===== src/design/conv_geom_pkg.sv =====
`default_nettype none

package conv_geom_pkg;

  localparam int CHANNELS = 4;  // input channels, one pe_column each
  localparam int ROWS_IN = 14;  // pixels per column per channel
  localparam int TAPS = 3;  // kernel side
  localparam int ROWS_OUT = ROWS_IN - TAPS + 1;  // valid rows, no padding

  typedef logic [7:0] pixel_t;  // unsigned feature value
  typedef logic signed [7:0] weight_t;  // signed coefficient
  typedef logic signed [16:0] prod_t;  // 9b signed pixel times 8b weight
  typedef logic signed [19:0] chan_psum_t;  // nine products, one channel
  typedef logic signed [21:0] psum_t;  // four channels, no overflow

  // kernel[i][j]: i is the row tap, j the column tap, j = 0 the oldest column
  typedef weight_t [TAPS-1:0][TAPS-1:0] kernel_t;

  typedef struct packed {
    logic load_w;  // latch kernel
    logic shift;  // push pixels into window
    logic sof;  // first column of a frame
    pixel_t [ROWS_IN-1:0] pixels;  // this channel's column
    kernel_t kernel;  // this channel's 3x3 set
  } pe_cmd_t;

endpackage

`default_nettype wire


===== src/design/conv_flow_pkg.sv =====
`default_nettype none

package conv_flow_pkg;

  import conv_geom_pkg::*;

  localparam int BEAT_BITS = CHANNELS * ROWS_IN * $bits(pixel_t);  // 448
  localparam int PAD_BITS = BEAT_BITS - CHANNELS * $bits(kernel_t);  // 160

  typedef enum logic {
    BEAT_COLUMN  = 1'b0,  // one pixel column for all channels
    BEAT_WEIGHTS = 1'b1   // kernel set for all channels
  } beat_kind_e;

  typedef struct packed {
    logic [PAD_BITS-1:0] pad;  // unused upper bits
    kernel_t [CHANNELS-1:0] kernels;  // channel c in slot c
  } weight_view_t;

  // same 448 bits read as pixels or as kernels, kind says which
  typedef union packed {
    pixel_t [CHANNELS-1:0][ROWS_IN-1:0] column;
    weight_view_t weights;
  } beat_payload_u;

  typedef struct packed {
    beat_kind_e kind;
    logic sof;  // meaningful on column beats only
    beat_payload_u payload;
  } in_beat_t;  // 450 bits

  typedef struct packed {
    logic sof;  // first result of a frame
    psum_t [ROWS_OUT-1:0] rows;  // row r in slot r
  } result_t;

endpackage

`default_nettype wire


===== src/design/channel_adder.sv =====
`timescale 1ns/1ps
`default_nettype none

module channel_adder
  import conv_geom_pkg::*, conv_flow_pkg::*;
#(
  parameter int OUT_DEPTH = 4,  // queue entries
  parameter int OUT_CREDITS = 2  // sink credits after reset
) (
  input  logic clk,
  input  logic reset,
  input  logic [CHANNELS-1:0] col_valid,
  input  chan_psum_t [CHANNELS-1:0][ROWS_OUT-1:0] col_psum,
  input  logic issue_sof,
  output logic room,
  output logic out_valid,
  output result_t out_result,
  input  logic out_credit
);

  // cycles a result is invisible to count, room cycle plus three stages
  localparam int PIPE_LAT = 4;
  localparam int PW = (OUT_DEPTH > 1) ? $clog2(OUT_DEPTH) : 1;
  localparam int CW = $clog2(OUT_DEPTH + 1);
  localparam int KW = $clog2(OUT_CREDITS + 1);

  result_t queue [OUT_DEPTH];  // result storage, no reset
  logic [PW-1:0] wr_ptr, rd_ptr;
  logic [CW-1:0] count;  // queued results
  logic [KW-1:0] credits;  // sink credits held
  logic push, pop;
  psum_t [ROWS_OUT-1:0] sum;
  result_t new_res;

  assign push = &col_valid;  // channels run in lockstep

  always_comb begin
    for (int r = 0; r < ROWS_OUT; r++) begin
      sum[r] = '0;
      for (int c = 0; c < CHANNELS; c++) begin
        sum[r] = sum[r] + psum_t'($signed(col_psum[c][r]));  // sign extend
      end
    end
  end

  always_comb begin
    new_res.sof = issue_sof;
    new_res.rows = sum;
  end

  // up to PIPE_LAT issued results may not be counted yet
  assign room = (int'(count) + PIPE_LAT) <= OUT_DEPTH;

  assign out_valid = (count != '0) && (credits != '0);
  assign pop = out_valid;  // sink always takes a credited result
  assign out_result = queue[rd_ptr];

  always_ff @(posedge clk) begin
    if (push) queue[wr_ptr] <= new_res;
  end

  always_ff @(posedge clk) begin
    if (reset) begin
      wr_ptr <= '0;
      rd_ptr <= '0;
      count <= '0;
      credits <= KW'(OUT_CREDITS);
    end else begin
      if (push) wr_ptr <= (wr_ptr == PW'(OUT_DEPTH - 1)) ? '0 : wr_ptr + 1'b1;
      if (pop) rd_ptr <= (rd_ptr == PW'(OUT_DEPTH - 1)) ? '0 : rd_ptr + 1'b1;
      count <= count + CW'(push) - CW'(pop);
      credits <= credits + KW'(out_credit) - KW'(pop);  // return and spend
    end
  end

endmodule

`default_nettype wire


===== config.mk =====
export PLATFORM = sky130hd
export DESIGN_NAME = channel_adder
export DESIGN_NICKNAME = d
export VERILOG_FILES = /design/src/design/conv_geom_pkg.sv /design/src/design/conv_flow_pkg.sv /design/src/design/channel_adder.sv
export SDC_FILE = /design/constraint.sdc
export NUM_CORES = 2
export LEC_CHECK = 0
export BUFFER_PORTS_ARGS = -buffer_cell sky130_fd_sc_hd__buf_4
export CORE_AREA = 2 2 474 476
export CTS_BUF_LIST = sky130_fd_sc_hd__clkbuf_8
export DETAILED_ROUTE_END_ITERATION = 12
export DIE_AREA = 0 0 476 478
export PLACE_DENSITY = 0.5
export SETUP_SLACK_MARGIN = 0.3
export SYNTH_ARGS = -nofsm -noshare
export SYNTH_HDL_FRONTEND = slang
export SYNTH_SLANG_ARGS = --single-unit

===== constraint.sdc =====
create_clock -name clk -period 12.43 [get_ports clk]
set_clock_uncertainty 0.05 [all_clocks]
set_input_delay 0.6215 -clock clk [delete_from_list [all_inputs] [get_ports clk]]
set_output_delay 0.6215 -clock clk [all_outputs]
set_load 0.05 [all_outputs]

==> impl_metrics.tcl <==
set metrics [dict create \
    outcome "finished clean" \
    synth_fa_ha_area_share_pct 20.3 \
    fin_crit_ns 5.01 \
    netlist_instances 4807 \
    vias 41300 \
    cts_buffers 185 \
    grt_overflow_total 0 \
    cts_tree "yes" \
    worst_hold_path_type "in -> reg" \
    io_buffers 1234 \
    wirelength_mm 203 \
    core_area_sq_um 223000 \
    crit_required_ns 11.76 \
    grt_max_degree 103 \
    grt_pass1_wl_mm 291 \
    synthSimpleGateAreaFrac_pct 3.12 \
    synth_top_family_by_area "adder cells" \
    num-nets-final 7914 \
    startpoint_type "flop" \
    drtIter0Drc 2151 \
    cts_resized 0 \
    p_per_area_nw_per_um2 203 \
    synth_warnings 0 \
    crit_slowest_cell "buf_4" \
    first_pass_iters 5 \
    crit_type "reg -> out" \
    slew_headroom_pct 23.0 \
    critPathArrivalTime_ns 4.34 \
    yosysTopAreaCellShare_pct 49.2 \
    wire_per_inst_um 21.7 \
    syn2layout_area_growth_pct 25.9 \
    synthMuxAreaShare_pct 9.27 \
    leakage_uw 0.0354 \
    synth_area_leaders "edfxtp_1, fa_1, mux4_2" \
    syn_area_sq_um 64600 \
    max_stage_delay_ns 0.84 \
    critPathMaxFanout 43 \
    slew_violations 0 \
    period_share_pct 40.3 \
    die-area_sq_um 228000 \
    yosysSeqAreaShare_pct 49.6 \
    ys_ff_latch 1071 \
    clk_pin_slew_ns 0.06 \
    start_util_pct 29.0 \
    htree_levels 4 \
    worstMarginPinSlew_ns 1.13 \
    ys_async_sr_fraction_pct 0 \
    cts_setup_buffers 0 \
    first_global_vias 44200 \
    synth.largest_area_cell "edfxtp_1" \
    route.detailed.drc 0 \
    synthTopCellsByCount "inv_1, edfxtp_1, fa_1, mux4_2, ha_1" \
    cp_cell_sequence "buf_4, buf_4, mux4_2, buf_4" \
    avgSynthCellArea_sq_um 13.4 \
    io_pins 1235 \
    antenna_found_initial 6 \
    grt_usage_pct 17.6 \
    cts_root_buf "clkbuf_8" \
    synth_edf_count 1060 \
    die_h_um 478 \
    rows 174 \
    via_per_inst 4.42 \
    synth_compound_area_share_pct 6.35 \
    fin_tns_setup_ns 0 \
    hold_violations 0 \
    layout-drive-gt1-share_pct 28.4 \
    gp_congestion 0.896 \
    ys_types 77 \
    dp_hpwl_mm 162 \
    insertion_delay_ns 0.89 \
    synthXorXnorAreaFrac_pct 2.85 \
    synthFlopType "edfxtp_1" \
    die_x_um 476 \
    pre_cts_ws_ns 7.50 \
    synth_fp_nets 6529 \
    hold-worst-slack_ns 0.171 \
    ant_nets 0 \
    clock_sinks 1071 \
    clock.fmax_ghz 0.200 \
    hold_buffers 12 \
    setup_violations 0 \
    drv_cap 0 \
    cts_buffer_depth 3 \
    cp-end-kind "output port" \
    rsz0062_at_grt "false" \
    setup_slack_ns 7.42 \
    crit_top_cell "buf_4" \
    ir_drop_uv 104 \
    yosysMostFrequentCell "inv_1" \
]
==> cells in the final DEF (no fill, tap or decap), types with 19 or more instances in the layout <==
| cell | instances |
|---|---|
| a211oi_1 | 30 |
| a21o_1 | 99 |
| a21oi_1 | 184 |
| a31oi_1 | 23 |
| and2_1 | 19 |
| buf_4 | 1262 |
| clkbuf_8 | 187 |
| clkinv_1 | 42 |
| clkinv_2 | 26 |
| edfxtp_1 | 1060 |
| fa_1 | 493 |
| ha_1 | 261 |
| inv_1 | 1446 |
| mux4_2 | 265 |
| nand2_1 | 105 |
| nand3_1 | 38 |
| nor2_1 | 110 |
| nor2b_1 | 21 |
| nor3_1 | 36 |
| o21a_1 | 41 |
| o21ai_0 | 99 |
| o21bai_1 | 22 |
| xnor2_1 | 154 |
| xor2_1 | 56 |
==> kinds of logic (layout without fill, tap and decap cells) <==
family,Yosys count,count (layout)
buf+inv,1467,3006
flops,1071,1071
fa+ha+maj,754,754
compound gates,622,622
simple gates,416,416
mux,267,267
xor+xnor,210,210
other cells,0,4
==> worst max-delay path, delay by kind of cell (launching register included) <==
kind	cells	cell delay [ns]
buffers and inverters	3	1.81
DFF	1	0.81
muxes	1	0.66
==> layout make-up <==
cell class | count | area, sq um
clock inverter | 154 | 1040
antenna | 4 | 10.0
inverter | 1388 | 5210
fill | 21900 | 142000
multi-input combinational | 2269 | 27100
sequential | 1071 | 32100
timing repair buffer | 1277 | 9650
clock buffer | 187 | 2570
tap | 2992 | 3740
==> report_power, final <==
part | internal, uW | total [uW] | switching, uW
sequential | 4930 | 5020 | 83.6
clock | 1670 | 3150 | 1480
combinational | 2940 | 8370 | 5440
total | 9530 | 16500 | 7000
==> sequential cells by signal, indices dropped and copies added (netlist names), named ones only <==
| name | flops |
|---|---|
| count | 3 |
| rd_ptr | 2 |
| wr_ptr | 2 |
| credits | 2 |
| queue | 1060 |
==> layer usage <==
metal | up-vias | GRT usage, % | part of all wire (%)
li1 | 19100 | - | -
met1 | 20700 | 20.5 | 39
met2 | 1277 | 31.1 | 51
met3 | 209 | 4.62 | 7.1
met4 | 0 | 5.84 | 3.0
met5 | - | 0 | 0
==> per-stage QoR <==
stage / std cells / cell area, sq um / util (%) / power, uW
6_report: 9342 / 81400 / 36.5 / 16500
5_1_grt: 9341 / 81400 / 36.5 / 17600
4_1_cts: 9338 / 81400 / 36.5 / 16800
3_5_place_dp: 8985 / 77600 / 34.8 / 13600
3_3_place_gp: 8985 / 77600 / 34.8 / 13500
2_1_floorplan: 4807 / 64600 / - / 10700
==> final timing paths <==
path / slack (ns) / startpoint / to / cells past startpoint
worst min-delay path: 0.17 / col_psum[840] / queue[2][132] / 2
worst min register to register: 0.43 / rd_ptr[1] / flop / 2
worst max register to register: 9.09 / wr_ptr[0] / queue[0][186] / 5
worst max-delay path: 7.42 / flop / out_result[197] / 4
Power figures use the tool's default switching activity.
