File: src/design/conv_geom_pkg.sv
`default_nettype none

package conv_geom_pkg;

  localparam int CHANNELS = 4;  // input channels, one pe_column each
  localparam int ROWS_IN = 14;  // pixels per column per channel
  localparam int TAPS = 3;  // kernel side
  localparam int ROWS_OUT = ROWS_IN - TAPS + 1;  // valid rows, no padding

  typedef logic [7:0] pixel_t;  // unsigned feature value
  typedef logic signed [7:0] weight_t;  // signed coefficient
  typedef logic signed [16:0] prod_t;  // 9b signed pixel times 8b weight
  typedef logic signed [19:0] chan_psum_t;  // nine products, one channel
  typedef logic signed [21:0] psum_t;  // four channels, no overflow

  // kernel[i][j]: i is the row tap, j the column tap, j = 0 the oldest column
  typedef weight_t [TAPS-1:0][TAPS-1:0] kernel_t;

  typedef struct packed {
    logic load_w;  // latch kernel
    logic shift;  // push pixels into window
    logic sof;  // first column of a frame
    pixel_t [ROWS_IN-1:0] pixels;  // this channel's column
    kernel_t kernel;  // this channel's 3x3 set
  } pe_cmd_t;

endpackage

`default_nettype wire

File: src/design/conv_flow_pkg.sv
`default_nettype none

package conv_flow_pkg;

  import conv_geom_pkg::*;

  localparam int BEAT_BITS = CHANNELS * ROWS_IN * $bits(pixel_t);  // 448
  localparam int PAD_BITS = BEAT_BITS - CHANNELS * $bits(kernel_t);  // 160

  typedef enum logic {
    BEAT_COLUMN  = 1'b0,  // one pixel column for all channels
    BEAT_WEIGHTS = 1'b1   // kernel set for all channels
  } beat_kind_e;

  typedef struct packed {
    logic [PAD_BITS-1:0] pad;  // unused upper bits
    kernel_t [CHANNELS-1:0] kernels;  // channel c in slot c
  } weight_view_t;

  // same 448 bits read as pixels or as kernels, kind says which
  typedef union packed {
    pixel_t [CHANNELS-1:0][ROWS_IN-1:0] column;
    weight_view_t weights;
  } beat_payload_u;

  typedef struct packed {
    beat_kind_e kind;
    logic sof;  // meaningful on column beats only
    beat_payload_u payload;
  } in_beat_t;  // 450 bits

  typedef struct packed {
    logic sof;  // first result of a frame
    psum_t [ROWS_OUT-1:0] rows;  // row r in slot r
  } result_t;

endpackage

`default_nettype wire

File: src/design/column_feeder.sv
`timescale 1ns/1ps
`default_nettype none

module column_feeder
  import conv_geom_pkg::*, conv_flow_pkg::*;
#(
  parameter int IN_DEPTH = 2  // matches source credits
) (
  input  logic clk,
  input  logic reset,
  input  logic in_valid,
  input  in_beat_t in_beat,
  output logic in_credit,
  input  logic room,  // adder has a slot for one more result
  output pe_cmd_t [CHANNELS-1:0] cmd,
  output logic issue_sof
);

  localparam int PW = (IN_DEPTH > 1) ? $clog2(IN_DEPTH) : 1;
  localparam int CW = $clog2(IN_DEPTH + 1);

  in_beat_t fifo [IN_DEPTH];  // beat storage, no reset
  logic [PW-1:0] wr_ptr, rd_ptr;
  logic [CW-1:0] count;
  in_beat_t head;
  logic head_col;  // head is a column beat
  logic pop;
  logic [1:0] cols_seen;  // columns issued since sof, saturates
  logic first_res;  // this issue produces the frame's first result
  logic ld_q, sh_q, sof_q;  // command flags
  beat_payload_u payload_q;  // issued payload, decoded per view below
  logic [2:0] sres_q;  // sof delay line, cmd, window, psum stages

  assign head = fifo[rd_ptr];
  assign head_col = (head.kind == BEAT_COLUMN);
  assign pop = (count != '0) && (!head_col || room);  // weights never wait
  assign in_credit = pop;  // slot frees at this edge
  assign first_res = pop && head_col && !head.sof && (cols_seen == 2'd2);

  always_ff @(posedge clk) begin
    if (in_valid) fifo[wr_ptr] <= in_beat;  // credits guarantee a free slot
  end

  always_ff @(posedge clk) begin
    if (reset) begin
      wr_ptr <= '0;
      rd_ptr <= '0;
      count <= '0;
    end else begin
      if (in_valid) wr_ptr <= (wr_ptr == PW'(IN_DEPTH - 1)) ? '0 : wr_ptr + 1'b1;
      if (pop) rd_ptr <= (rd_ptr == PW'(IN_DEPTH - 1)) ? '0 : rd_ptr + 1'b1;
      count <= count + CW'(in_valid) - CW'(pop);
    end
  end

  always_ff @(posedge clk) begin
    if (reset) begin
      ld_q <= 1'b0;
      sh_q <= 1'b0;
      sof_q <= 1'b0;
      cols_seen <= '0;
      sres_q <= '0;
    end else begin
      ld_q <= pop && !head_col;
      sh_q <= pop && head_col;
      sof_q <= pop && head_col && head.sof;
      sres_q <= {sres_q[1:0], first_res};  // align with col_valid
      if (pop && head_col) begin
        if (head.sof) cols_seen <= 2'd1;
        else if (cols_seen != 2'd3) cols_seen <= cols_seen + 2'd1;
      end
    end
  end

  always_ff @(posedge clk) begin
    if (pop) payload_q <= head.payload;  // payload only, flags say if valid
  end

  always_comb begin
    for (int c = 0; c < CHANNELS; c++) begin
      cmd[c].load_w = ld_q;  // same flags on every channel
      cmd[c].shift = sh_q;
      cmd[c].sof = sof_q;
      cmd[c].pixels = payload_q.column[c];  // pixel view
      cmd[c].kernel = payload_q.weights.kernels[c];  // kernel view
    end
  end

  assign issue_sof = sres_q[2];

endmodule

`default_nettype wire

File: config.mk
export PLATFORM = sky130hd
export DESIGN_NAME = column_feeder
export DESIGN_NICKNAME = d
export VERILOG_FILES = /design/src/design/conv_geom_pkg.sv /design/src/design/conv_flow_pkg.sv /design/src/design/column_feeder.sv
export SDC_FILE = /design/constraint.sdc
export NUM_CORES = 1
export LEC_CHECK = 0
export ABC_AREA = 1
export ABC_CLOCK_PERIOD_IN_PS = 25800
export BUFFER_PORTS_ARGS = -buffer_cell sky130_fd_sc_hd__buf_2
export CORE_AREA = 2 2 470 472
export CTS_CLUSTER_SIZE = 8
export DETAILED_ROUTE_END_ITERATION = 8
export DIE_AREA = 0 0 472 474
export PLACE_DENSITY = 0.5
export SYNTH_ARGS = -nofsm -noshare
export SYNTH_HDL_FRONTEND = slang
export SYNTH_SLANG_ARGS = --single-unit
export TNS_END_PERCENT = 50
File: constraint.sdc
create_clock -name clk -period 25.8 [get_ports clk]
set_input_delay 1.29 -clock clk [delete_from_list [all_inputs] [get_ports clk]]
set_output_delay 1.29 -clock clk [all_outputs]
set_load 0.05 [all_outputs]
==> summary.json <==
{
  "cp-start-kind": {"value": "input port"},
  "num-fill-cells": {"value": 22000},
  "grt_pass1_wl": {"value": 212, "unit": "mm"},
  "worst_ep_arrival_time": {"value": 5.43, "unit": "ns"},
  "power_density_over_the_cells": {"value": 92.8, "unit": "nW/µm²"},
  "top_post_synthesis_cells_by_area": {"value": "sky130_fd_sc_hd__edfxtp_1 (83%), sky130_fd_sc_hd__nand2_1 (10%), sky130_fd_sc_hd__buf_4 (4.6%)"},
  "yosysWarnings": {"value": 0},
  "timing.clock.skew": {"value": 0.0553, "unit": "ns"},
  "floorplan.core_area": {"value": 219000, "unit": "µm²"},
  "outcome": {"value": "finished, final reports clean"},
  "synth_seq_cells": {"value": 1361},
  "worst_hold_path.num_cells": {"value": 2},
  "die-area": {"value": 224000, "unit": "µm²"},
  "synth_xor_area_share": {"value": 0, "unit": "%"},
  "synth_cells": {"value": 3169},
  "synth_top_cells_by_count": {"value": "sky130_fd_sc_hd__nand2_1 (1,358), sky130_fd_sc_hd__edfxtp_1 (1,348), sky130_fd_sc_hd__buf_4 (302)"},
  "die_x": {"value": 472, "unit": "µm"},
  "synthFlopType": {"value": "sky130_fd_sc_hd__edfxtp_1"},
  "totalNegativeSetupSlack": {"value": 0, "unit": "ns"},
  "area.growth.synth_to_final": {"value": 25.7, "unit": "%"},
  "instances_no_fill": {"value": 7152},
  "antenna_found_initial": {"value": 107},
  "synthMostInstantiatedCell": {"value": "sky130_fd_sc_hd__nand2_1"},
  "crit_path_max_fanout": {"value": 62},
  "num_rows": {"value": 172},
  "post-place-cells": {"value": 6877},
  "route.detailed.vias_per_inst": {"value": 3.85},
  "cts_inserted_buffers": {"value": 192},
  "synth_top_area_share": {"value": 82.9, "unit": "%"},
  "worst_tran_pin_value": {"value": 1.03, "unit": "ns"},
  "cts_num_sinks": {"value": 1361},
  "synth_top_family_by_area": {"value": "simple AND/OR/NAND/NOR gates"},
  "regArea": {"value": 40700, "unit": "µm²"},
  "min_delay_worst_endpoint": {"value": "sres_q[1]"},
  "fraction_of_the_yosys_area_taken_by_sequential_cells": {"value": 83.4, "unit": "%"},
  "final_antenna_net_count": {"value": 0},
  "path_clk_slew": {"value": 0.06, "unit": "ns"},
  "io_pins": {"value": 1204},
  "sum_of_overflow_across_all_layers_after_global_routing": {"value": 0},
  "place_congestion": {"value": 0.829},
  "hp-start": {"value": "sres_q[0]"},
  "power.ir.vdd_worst": {"value": 0.0609, "unit": "mV"},
  "cts-resized-gates": {"value": 0},
  "synth_area_leader_cell": {"value": "sky130_fd_sc_hd__edfxtp_1"},
  "max_freq": {"value": 200, "unit": "MHz"},
  "register_to_register_setup_slack": {"value": 21.23, "unit": "ns"},
  "synthesis.nets": {"value": 3626},
  "clock_tree.root_cell": {"value": "sky130_fd_sc_hd__clkbuf_16"},
  "synth_simple_gate_area_share": {"value": 10.7, "unit": "%"},
  "power.static_leakage": {"value": 24.3, "unit": "nW"},
  "timing.final.crit_period": {"value": 5.01, "unit": "ns"},
  "timing.final.crit_share": {"value": 19.4, "unit": "%"},
  "clock_latency": {"value": 0.82, "unit": "ns"},
  "synth-async-reset-ratio": {"value": 0, "unit": "%"},
  "final_net_count": {"value": 4657},
  "edff_count_synth": {"value": 1348},
  "min_path_type": {"value": "flip-flop to flip-flop"},
  "muxShareOfSynthArea": {"value": 0, "unit": "%"},
  "gr-usage-all-layers": {"value": 13.6, "unit": "%"},
  "worst_slew_margin_rel": {"value": 31.1, "unit": "%"},
  "max-cap-violations": {"value": 0},
  "first_pass_detailed_route_iteration_total": {"value": 5},
  "rsz_0062_raised_after_global_routing": {"value": "false"},
  "first_global_vias": {"value": 26700},
  "critical_path_required": {"value": 26.22, "unit": "ns"},
  "synthAdderAreaFrac": {"value": 0.0769, "unit": "%"},
  "setup-violations-final": {"value": 0},
  "synthesis.area_per_instance": {"value": 15.4, "unit": "µm²"},
  "tritoncts": {"value": "done"},
  "cts-root-to-sink-buffers": {"value": 3},
  "grt_max_degree": {"value": 125},
  "dr.first_iter.drc_count": {"value": 1769},
  "hold_ws": {"value": 0.379, "unit": "ns"},
  "routed-via-count": {"value": 27600},
  "route.detailed.drc": {"value": 0},
  "detailedPlacementHpwl": {"value": 115, "unit": "mm"},
  "hold_viol": {"value": 0},
  "post_drt_wl_per_cell": {"value": 22.1, "unit": "µm"},
  "synth.lib_cells_used.distinct": {"value": 20},
  "port_buffers": {"value": 1203},
  "worst_r2r_startpoint": {"value": "wr_ptr"},
  "die_height": {"value": 474, "unit": "µm"},
  "rr_endpoint": {"value": "fifo[0][174]"},
  "worstRegToRegCells": {"value": 5},
  "critPathCaptureType": {"value": "flip-flop"},
  "post_route_cells_drive_above_1_share": {"value": 34.5, "unit": "%"},
  "initial_core_util": {"value": 22.3, "unit": "%"},
  "max_slew_violation_count": {"value": 0},
  "synth_area_in_compound_gates": {"value": 0.0512, "unit": "%"},
  "setup_crit_path_kind": {"value": "input port to flip-flop"},
  "post_cts_buffers": {"value": 0},
  "multi_input_comb_area": {"value": 5290, "unit": "µm²"},
  "synth.cell_area": {"value": 48800, "unit": "µm²"},
  "ctsHtreeMaxLevel": {"value": 4},
  "finalWirelength": {"value": 158, "unit": "mm"},
  "cts_hold_buf": {"value": 0}
}
==> how the worst max path moves through the flow <==
stage | depth (start not counted) | start | end
after floorplan | 2 | in_valid | fifo[0][0]
after global placement | 7 | in_valid | fifo[0][174]
after detailed placement | 7 | in_valid | fifo[0][177]
after CTS | 7 | in_valid | fifo[0][173]
after global routing | 7 | in_valid | fifo[0][177]
final | 7 | in_valid | fifo[0][174]
==> power by group <==
part / switching, mW / internal [mW]
Clock: 0.908 / 1.34
Combinational: 0.621 / 0.134
Sequential: 0.0660 / 2.63
==> sequential cells by signal, summed over array words and instances, names as in the netlist, named ones only <==
signal	flops
sof_q	1
sh_q	1
cols_seen	2
wr_ptr	1
count	2
payload_q	448
ld_q	1
sres_q	3
fifo	900
rd_ptr	1
==> kinds of logic (layout without fill, tap and decap cells) <==
logic type / count (synthesis) / after routing
other: 0 / 46
adders and majority gates: 3 / 3
and+or+nand+nor: 1384 / 1384
AOI/OAI and AO/OA: 5 / 5
DFF: 1361 / 1361
buffers and inverters: 416 / 1482
==> per-layer routing <==
| metal | vias to the layer above | wire (µm) | GRT usage (%) |
|---|---|---|---|
| met5 | - | 437 | 0 |
| met4 | 70 | 6220 | 5.61 |
| met3 | 355 | 15400 | 5.45 |
| met2 | 1219 | 75100 | 22.4 |
| met1 | 13200 | 60600 | 15.7 |
| li1 | 12700 | - | - |
==> through the flow <==
stage	utilization [%]	total power, mW	area (µm²)	setup WS [ns]
after detailed placement	25.6	3.50	56000	19.82
final	28.1	5.70	61400	20.79
after global routing	28.1	5.92	61400	20.55
after floorplan	-	3.33	48800	4.40
after CTS	28.0	5.79	61300	20.73
after global placement	25.6	3.50	56000	19.88
==> placed cells by master (no fill, tap or decap), drive strengths merged <==
cell type / synthesis / final
nand2: 1360 / 1360
edfxtp: 1348 / 1348
buf: 396 / 1236
clkbuf: 3 / 206
diode: 0 / 46
inv: 17 / 19
clkinv: 0 / 18
nor2: 15 / 15
dfxtp: 13 / 13
nand3: 5 / 5
a21oi: 3 / 3
ha: 3 / 3
nor3: 2 / 2
bufinv: 0 / 2
or2: 2 / 2
o21ai: 2 / 2
clkinvlp: 0 / 1
==> area by class of cell <==
type | instances | share of cell area (%)
Antenna cell | 46 | 0.187
Clock buffer | 206 | 7.93
Clock inverter | 23 | 0.689
Inverter | 17 | 0.141
Multi-Input combinational cell | 1392 | 8.62
Sequential cell | 1361 | 66.4
Tap cell | 2871 | 5.85
Timing Repair Buffer | 1236 | 10.2
==> worst max-delay path: stages <==
cell and delay (ns):
sky130_fd_sc_hd__buf_2 0.18, sky130_fd_sc_hd__inv_1 0.10, sky130_fd_sc_hd__nor2_4 0.65, sky130_fd_sc_hd__buf_4 0.75, sky130_fd_sc_hd__buf_4 0.66, sky130_fd_sc_hd__buf_4 0.81, sky130_fd_sc_hd__buf_4 0.72
No activity file was read; power rests on OpenSTA's default activity.
